<file path="src/include/channel_sum_config.svh">
`ifndef CHANNEL_SUM_CONFIG_SVH
`define CHANNEL_SUM_CONFIG_SVH

////////////////////
// Group geometry
////////////////////

// Channel planes per group, a power of two and at least 2
`define CS_CHANNELS 8

// Pixels in one channel plane
`define CS_PLANE_SIZE 16

////////////////////
// Data widths
////////////////////

// Signed input pixel
`define CS_PIXEL_W 16

`endif

</file>
<file path="src/design/channel_sum_pkg.sv">
`default_nettype none

`include "channel_sum_config.svh"

package channel_sum_pkg;

  ////////////////////
  // Derived sizes
  ////////////////////

  // One adder level per halving of the channel group
  localparam int cs_levels = $clog2(`CS_CHANNELS);

  localparam int cs_pos_w  = (`CS_PLANE_SIZE > 1) ? $clog2(`CS_PLANE_SIZE) : 1;
  localparam int cs_chan_w = $clog2(`CS_CHANNELS);

  ////////////////////
  // Types
  ////////////////////

  typedef logic signed [`CS_PIXEL_W-1:0] pixel_t;

  // One extra bit per tree level, so a full group sum never wraps
  typedef logic signed [`CS_PIXEL_W+cs_levels-1:0] sum_t;

  // Pixel index within a plane
  typedef logic [cs_pos_w-1:0] pos_t;

  // Channel index within a group
  typedef logic [cs_chan_w-1:0] chan_t;

endpackage

`default_nettype wire

</file>
<file path="src/design/plane_delay.sv">
`timescale 1ns/1ns
`default_nettype none

`include "channel_sum_config.svh"

module plane_delay #(
  parameter int DEPTH = `CS_PLANE_SIZE
) (
  input  logic                    clk,
  input  logic                    reset,
  input  logic                    valid_in,
  input  channel_sum_pkg::pixel_t data_in,
  output channel_sum_pkg::pixel_t data_out
);

  import channel_sum_pkg::*;

  // Entry 0 holds the newest pixel, entry DEPTH-1 the oldest
  pixel_t line_q [DEPTH];

  ////////////////////
  // Shift on valid
  ////////////////////

  // Gaps in the stream leave the line untouched
  always_ff @(posedge clk) begin
    if (reset) begin
      for (int i = 0; i < DEPTH; i++) begin
        line_q[i] <= '0;
      end
    end else if (valid_in) begin
      line_q[0] <= data_in;
      for (int i = 1; i < DEPTH; i++) begin
        line_q[i] <= line_q[i-1];
      end
    end
  end

  // Pixel seen DEPTH valid strobes ago
  assign data_out = line_q[DEPTH-1];

endmodule

`default_nettype wire

</file>
<file path="src/design/channel_window.sv">
`timescale 1ns/1ns
`default_nettype none

`include "channel_sum_config.svh"

module channel_window (
  input  logic                    clk,
  input  logic                    reset,
  input  logic                    pixel_valid,
  input  channel_sum_pkg::pixel_t pixel_in,
  output channel_sum_pkg::pixel_t taps [`CS_CHANNELS],
  output logic                    taps_valid
);

  import channel_sum_pkg::*;

  localparam pos_t  last_pos  = pos_t'(`CS_PLANE_SIZE - 1);
  localparam chan_t last_chan = chan_t'(`CS_CHANNELS - 1);

  ////////////////////
  // Plane delay chain
  ////////////////////

  // chain[j] lags the live pixel by j planes, so it carries channel
  // CS_CHANNELS-1-j while the last channel streams in
  pixel_t chain [`CS_CHANNELS];

  assign chain[0] = pixel_in;

  for (genvar j = 0; j < `CS_CHANNELS - 1; j++) begin : delay_g
    plane_delay #(
      .DEPTH(`CS_PLANE_SIZE)
    ) plane_delay_i (
      .clk     (clk),
      .reset   (reset),
      .valid_in(pixel_valid),
      .data_in (chain[j]),
      .data_out(chain[j+1])
    );
  end

  ////////////////////
  // Group position
  ////////////////////

  pos_t  pos_q;
  chan_t chan_q;
  logic  pos_wrap;
  logic  last_chan_pixel;

  assign pos_wrap        = (pos_q == last_pos);
  assign last_chan_pixel = pixel_valid && (chan_q == last_chan);

  // Runs across group boundaries without a restart
  always_ff @(posedge clk) begin
    if (reset) begin
      pos_q  <= '0;
      chan_q <= '0;
    end else if (pixel_valid) begin
      if (pos_wrap) begin
        pos_q  <= '0;
        chan_q <= (chan_q == last_chan) ? '0 : chan_q + 1'b1;
      end else begin
        pos_q <= pos_q + 1'b1;
      end
    end
  end

  ////////////////////
  // Tap registers
  ////////////////////

  // Reorder so that tap k is channel k
  always_ff @(posedge clk) begin
    if (last_chan_pixel) begin
      for (int k = 0; k < `CS_CHANNELS; k++) begin
        taps[k] <= chain[`CS_CHANNELS-1-k];
      end
    end
  end

  always_ff @(posedge clk) begin
    if (reset) begin
      taps_valid <= 1'b0;
    end else begin
      taps_valid <= last_chan_pixel;
    end
  end

endmodule

`default_nettype wire

</file>
<file path="src/design/adder_tree.sv">
`timescale 1ns/1ns
`default_nettype none

`include "channel_sum_config.svh"

module adder_tree (
  input  logic                    clk,
  input  logic                    reset,
  input  channel_sum_pkg::pixel_t taps [`CS_CHANNELS],
  input  logic                    taps_valid,
  output channel_sum_pkg::sum_t   sum_out,
  output logic                    sum_valid
);

  import channel_sum_pkg::*;

  // node[l][k] is operand k entering level l, held at full sum width
  sum_t               node [cs_levels+1][`CS_CHANNELS];
  logic [cs_levels:0] stage_valid;

  assign stage_valid[0] = taps_valid;

  for (genvar k = 0; k < `CS_CHANNELS; k++) begin : leaf_g
    assign node[0][k] = sum_t'(taps[k]);
  end

  ////////////////////
  // Tree levels
  ////////////////////

  for (genvar l = 0; l < cs_levels; l++) begin : level_g
    localparam int in_w  = `CS_PIXEL_W + l;
    localparam int out_w = in_w + 1;
    localparam int nodes = `CS_CHANNELS >> (l + 1);

    logic valid_q;

    always_ff @(posedge clk) begin
      if (reset) begin
        valid_q <= 1'b0;
      end else begin
        valid_q <= stage_valid[l];
      end
    end

    assign stage_valid[l+1] = valid_q;

    // Pair 2i and 2i+1, one bit wider than the operands
    for (genvar i = 0; i < nodes; i++) begin : pair_g
      logic signed [in_w-1:0]  op_a;
      logic signed [in_w-1:0]  op_b;
      logic signed [out_w-1:0] pair_q;

      assign op_a = node[l][2*i][in_w-1:0];
      assign op_b = node[l][2*i+1][in_w-1:0];

      always_ff @(posedge clk) begin
        if (stage_valid[l]) begin
          pair_q <= {op_a[in_w-1], op_a} + {op_b[in_w-1], op_b};
        end
      end

      assign node[l+1][i] = sum_t'(pair_q);
    end

    // Slots past the last pair of this level
    for (genvar i = nodes; i < `CS_CHANNELS; i++) begin : idle_g
      assign node[l+1][i] = '0;
    end
  end

  ////////////////////
  // Result
  ////////////////////

  assign sum_out   = node[cs_levels][0];
  assign sum_valid = stage_valid[cs_levels];

endmodule

`default_nettype wire

</file>
<file path="src/design/channel_sum_top.sv">
`timescale 1ns/1ns
`default_nettype none

`include "channel_sum_config.svh"

module channel_sum_top (
  input  logic                    clk,
  input  logic                    reset,
  input  logic                    pixel_valid,
  input  channel_sum_pkg::pixel_t pixel_in,
  output logic                    sum_valid,
  output channel_sum_pkg::sum_t   sum_out
);

  import channel_sum_pkg::*;

  // Aligned channel pixels for one position
  pixel_t taps [`CS_CHANNELS];
  logic   taps_valid;

  ////////////////////
  // Alignment
  ////////////////////

  channel_window channel_window_i (
    .clk        (clk),
    .reset      (reset),
    .pixel_valid(pixel_valid),
    .pixel_in   (pixel_in),
    .taps       (taps),
    .taps_valid (taps_valid)
  );

  ////////////////////
  // Summation
  ////////////////////

  // cs_levels cycles behind taps_valid
  adder_tree adder_tree_i (
    .clk       (clk),
    .reset     (reset),
    .taps      (taps),
    .taps_valid(taps_valid),
    .sum_out   (sum_out),
    .sum_valid (sum_valid)
  );

endmodule

`default_nettype wire

</file>
<file path="config.mk">
export PLATFORM = sky130hd
export DESIGN_NAME = channel_sum_top
export DESIGN_NICKNAME = d
export VERILOG_FILES = /design/src/design/channel_sum_pkg.sv /design/src/design/plane_delay.sv /design/src/design/channel_window.sv /design/src/design/adder_tree.sv /design/src/design/channel_sum_top.sv
export VERILOG_INCLUDE_DIRS = /design/src /design/src/include
export SDC_FILE = /design/constraint.sdc
export NUM_CORES = 2
export LEC_CHECK = 0
export ABC_AREA = 1
export BUFFER_PORTS_ARGS = -buffer_cell sky130_fd_sc_hd__buf_2
export CELL_PAD_IN_SITES_DETAIL_PLACEMENT = 0
export CELL_PAD_IN_SITES_GLOBAL_PLACEMENT = 1
export CORE_MARGIN = 1
export CORE_UTILIZATION = 48
export CTS_BUF_LIST = sky130_fd_sc_hd__clkbuf_16
export DETAILED_ROUTE_END_ITERATION = 10
export PLACE_DENSITY = 0.83
export SLEW_MARGIN = 30
export SYNTH_ARGS = -nofsm -noshare
export SYNTH_HDL_FRONTEND = slang
export SYNTH_SLANG_ARGS = --single-unit
</file>
<file path="constraint.sdc">
create_clock -name clk -period 43.3 [get_ports clk]
set_input_delay 4.33 -clock clk [delete_from_list [all_inputs] [get_ports clk]]
set_output_delay 4.33 -clock clk [all_outputs]
set_load 0.05 [all_outputs]
</file>
## Word level (Yosys, flattened, before mapping)

Memories as Yosys holds them, arrays and structs flattened. A register that Yosys moved wholly into a read port is not among the register bits.
Index checks and enable logic that the tools add are counted.

- Bits in writable memories: 1792
- Memories kept: 7
- Bits of input ports: 19
- Output and inout port bits: 20
- Bits in registers: 246
- Word-level logic and storage cells: 271

Memory list:

| memory | depth | width | rd ports | clocked after Yosys merged registers in | wr ports | line | source |
|---|---|---|---|---|---|---|---|
| channel_window_i.delay_g[0].plane_delay_i.line_q | 16 | 16 | 16 | 0 | 16 | plane_delay.sv:19 | `pixel_t line_q [DEPTH];` |
| channel_window_i.delay_g[1].plane_delay_i.line_q | 16 | 16 | 16 | 0 | 16 | plane_delay.sv:19 |  |
| channel_window_i.delay_g[2].plane_delay_i.line_q | 16 | 16 | 16 | 0 | 16 | plane_delay.sv:19 |  |
| channel_window_i.delay_g[3].plane_delay_i.line_q | 16 | 16 | 16 | 0 | 16 | plane_delay.sv:19 |  |
| channel_window_i.delay_g[4].plane_delay_i.line_q | 16 | 16 | 16 | 0 | 16 | plane_delay.sv:19 |  |
| channel_window_i.delay_g[5].plane_delay_i.line_q | 16 | 16 | 16 | 0 | 16 | plane_delay.sv:19 |  |
| +1 memories | -- | -- | -- | -- | -- | -- |  |

- Eq/ne operators: 2
- Muxes and demuxes: 119
- Reduce and logical (&&, ||, !) cells: 2
- $add $sub $neg: 9
- Bitwise logic cells: 112

Operators by type and width:

| kind | count |
|---|---|
| $mux W16 | 112 |
| $or A1 B1 Y1 | 112 |
| $add A16 B16 Y17 | 4 |
| $add A17 B17 Y18 | 2 |
| $add A18 B18 Y19 | 1 |
| $mux W1 | 5 |
| $add A4 B1 Y4 const B | 1 |
| $eq A4 B4 Y1 const B | 1 |
| $mux W4 | 1 |
| $add A3 B1 Y3 const B | 1 |
| $eq A3 B3 Y1 const B | 1 |
| $mux W3 | 1 |
| $reduce_and A2 Y1 | 1 |
| $logic_and A1 B1 Y1 | 1 |

## Longest topological paths before layout

- Depth after elaboration: 4
- Depth in mapped cells: 12

## Hierarchy

Synthesis repeated with hierarchy kept, for this count alone.

- Cell total of the unflattened synthesis: 7247
- Area, all modules: 84842.6 um^2

Modules (own cells, without submodules):

| module | seq. area each (um^2) | cells an instance | area an instance (um^2) | times used |
|---|---|---|---|---|
| plane_delay | 7687.4 | 815 | 10024.6 | 7 |
| adder_tree | 3753.6 | 1357 | 10413.7 | 1 |
| channel_window | 4003.8 | 185 | 4256.6 | 1 |

## Worst setup path after synthesis

OpenSTA, ideal clock, no wires.

- Path type: input to register
- Start: input port reset
- End: memory channel_window_i.delay_g[0].plane_delay_i.line_q[0][0] (netlist bit), enable pin
- Required time: 31.041 ns
- Data arrival time: 33.685 ns
- Slack: -2.644 ns
- Cell stages on the path: 4
- Buffers on the path: 2
- Path through: buf_2 > buf_2 > inv_1 > nand2_1

RTL lines:

| what | line | source |
|---|---|---|
| start, declared | channel_sum_top.sv:8 | `input logic reset,` |
| end, declared | plane_delay.sv:19 |  |

==> metrics.md <==
| Metric | Value |
|---|---|
| Critical path launch point type | `input pin` |
| CTS tree | `yes` |
| Largest net degree at the start of global routing | `approximately 190` |
| Routability congestion estimate | `about 0.84` |
| Fmax | `0.102 GHz` |
| Worst clock skew | `approximately 0.036 ns` |
| Clock Sinks | `about 2,000` |
| Top_reg_cell synth | `edfxtp_1` |
| Synth top area share | `0.682` |
| Crit Path Max Fanout | `100` |
| Synth warn | `0` |
| Seq cells post-synth | `approximately 2,100` |
| FP Rows | `around 160` |
| Yosys top cell by area | `edfxtp_1` |
| Slew of the pin with the lowest slew margin | `around 1.1 ns` |
| Post-synth EDFFs | `roughly 2,000` |
| Post-Syn Area | `between 80,000 and 90,000 um2` |
| Clk root buf | `clkbuf_16` |
| Number of fill cells | `~15,000` |
| DR iter-0 viols | `3,089` |
| Count of final setup violators | `0` |
| Synth Net Count | `around 7,200` |
| Crit path kind | `input pin to register` |
| First-pass GRT wire length | `roughly 220,000 um` |
| H-tree Lvls | `4` |
| Post-cts hold buffer count | `0` |
| Remaining antenna violation count | `0` |
| Initial antenna violation count | `5` |
| Final wirelength | `between 100,000 and 150,000 um` |
| Worst rel slew slack | `0.255` |
| Clock transition at path regs | `0.06 ns` |
| Max-Cap Viols | `0` |
| Fraction of layout cells with a size suffix above 1 | `0.160` |
| Clk Latency, worst-skew pair | `between 0.8 and 0.9 ns` |
| Synth Area per Inst | `between 10 and 15 um2` |
| CTS buffer count | `200` |
| IO Port Bufs | `38` |
| Vias in the first global route | `about 44,000` |
| WP data required | `about 44 ns` |
| Top post-synthesis cells by count | `edfxtp_1 (2,043), inv_1 (1,956), nor2_1 (1,109)` |
| Pwr Density | `~43 nW/um2` |
| First-pass DRT Iterations | `5` |
| CP Capture Type | `register` |
| Asr flop ratio synth | `0` |
| Vert. Die Dim | `between 400 and 500 um` |
| HP Class | `register to register` |
| Initial Util | `0.484` |
| Detailed placement HPWL | `79,000 um` |
| RSZ-0062 raised after global routing | `no` |
| Tmin final | `9.78 ns` |
| Yosys cell types | `24` |
| Most frequent cell after synthesis | `edfxtp_1` |
| Sequential area share after synthesis | `0.685` |
| Grt ovf | `0` |
| Gate Count Post-Synth | `7,089` |
| VDD IR max | `0.0441 mV` |
| Critical Path AT | `slightly above 10 ns` |
| CTS Buffer Depth | `3` |
| Status | `finished, final reports clean` |
| Post-route cell area | `98,100 um2` |
| Final Max Tran Viols | `0` |
| Crit share post-route | `0.226` |
| Via Count | `between 40,000 and 50,000` |
| Leakage | `roughly 0.038 uW` |
| Total Neg Setup Slack | `0 ns` |
| Total track usage | `0.142` |
| DRC errors left | `0` |
| Reg2Reg Setup Slack | `just over 40 ns` |
| Critical R2R Launch | `channel_window_i.chan_q[0]$_SDFFE_PP0P_` |
| Ranking of synthesized cells by area | `edfxtp_1 (68%), nor2_4 (10%), inv_1 (8.2%)` |
| Area grow syn2layout | `9.08%` |
| Worst Setup SP | `reset` |
| Die width | `roughly 430 um` |
| Core footprint | `186,000 um2` |
| Setup Buffers After CTS | `0` |
| Drt via density | `4.49` |
| Placed Area | `91,400 um2` |
| Num ports | `39` |
| Total die area | `about 190,000 um2` |
| Final Hold Vio Count | `0` |
| Hold_ws | `roughly 0.42 ns` |
| WL per Instance | `approximately 13 um` |
| NumNets Final | `7,332` |
| Resized cells post-CTS | `0` |
-- placed cells by master (no fill, tap or decap), types with 4 or more instances in the layout --
master      instances
clkbuf_16         201
clkinv_8            5
clkinv_1           47
inv_6               6
buf_16              6
buf_4              28
bufinv_16          20
nor2_1           1109
buf_12              6
clkinvlp_4          5
fa_1                7
edfxtp_1         2043
nor2_4            801
nand3_1           112
clkinv_4            4
a21o_1              6
clkinv_2           30
ha_1              119
nand4_1             9
xnor2_1             9
nor3_1             16
inv_1            1998
nand2_1           470
a21oi_1           110
buf_6              18
and2_1             14
buf_2              37
dfxtp_1            10
xor2_1             45
o21ai_0            46
-- metrics by stage --
step	setup WS, ns	util	total power, uW	cells
after CTS	32.47	0.527	4290	9825
after detailed placement	31.56	0.492	2590	9459
after floorplan	16.01	-	2640	7089
after global placement	31.45	0.492	2580	9458
after global routing	33.11	0.528	4390	9833
final	33.52	0.528	4240	9833
-- sequential cells by signal (all words and copies together) (netlist names) --
signal	count
adder_tree_i.sum_out	19
channel_window_i.pos_q	4
channel_window_i.delay_g.plane_delay_i.line_q	1792
adder_tree_i.level_g.pair_g.pair_q	104
adder_tree_i.sum_valid	1
channel_window_i.chan_q	3
channel_window_i.taps_valid	1
adder_tree_i.level_g.valid_q	2
channel_window_i.taps	128
-- final cells by class --
class	instances	area (um2)	share of cell area
clock buffers	201	5030	0.0513
inverters	1958	7360	0.0750
repair buffers	96	898	0.00916
diodes	2	5.00	0.0000510
clock inverters	165	1410	0.0143
multi-input cells	2877	18700	0.191
flip-flops and latches	2054	61600	0.628
well taps	2480	3100	0.0316
-- per-layer routing --
layer	GRT usage	part of all wire
met5	0	0
met1	0.195	0.46
met3	0.0247	0.036
met2	0.230	0.48
met4	0.0406	0.022
-- final timing paths --
path	depth (start not counted)	endpoint
min	0	channel_window_i.taps[112]$_DFFE_PP_
max reg2reg	5	channel_window_i.taps[74]$_DFFE_PP_
min reg2reg	0	channel_window_i.taps[112]$_DFFE_PP_
max	9	register
-- where the power goes --
| group | internal, uW | switching [uW] | total [uW] | leakage [uW] |
|---|---|---|---|---|
| clock network | 964 | 733 | 1700 | 0.00331 |
| registers | 2310 | 34.9 | 2350 | 0.0222 |
| logic | 48.6 | 149 | 197 | 0.0127 |
-- worst max-delay path, cell delays in order --
cell and delay, ns:
buf_8 0.45, inv_1 0.32, nand2_8 0.36, buf_6 0.61
buf_4 0.85, buf_4 0.76, buf_4 0.86, buf_6 0.67
buf_6 0.70
-- cells by family (layout without fill, tap and decap cells) --
group,count (synthesis),count (layout),synth area share
flops,2054,2054,0.685
buf+inv,2158,2420,0.107
simple gates,2534,2534,0.175
other cells,0,2,0
xor+xnor,54,54,0.00526
compound gates,163,163,0.00930
fa+ha+maj,126,126,0.0181
Power figures use the tool's default switching activity.
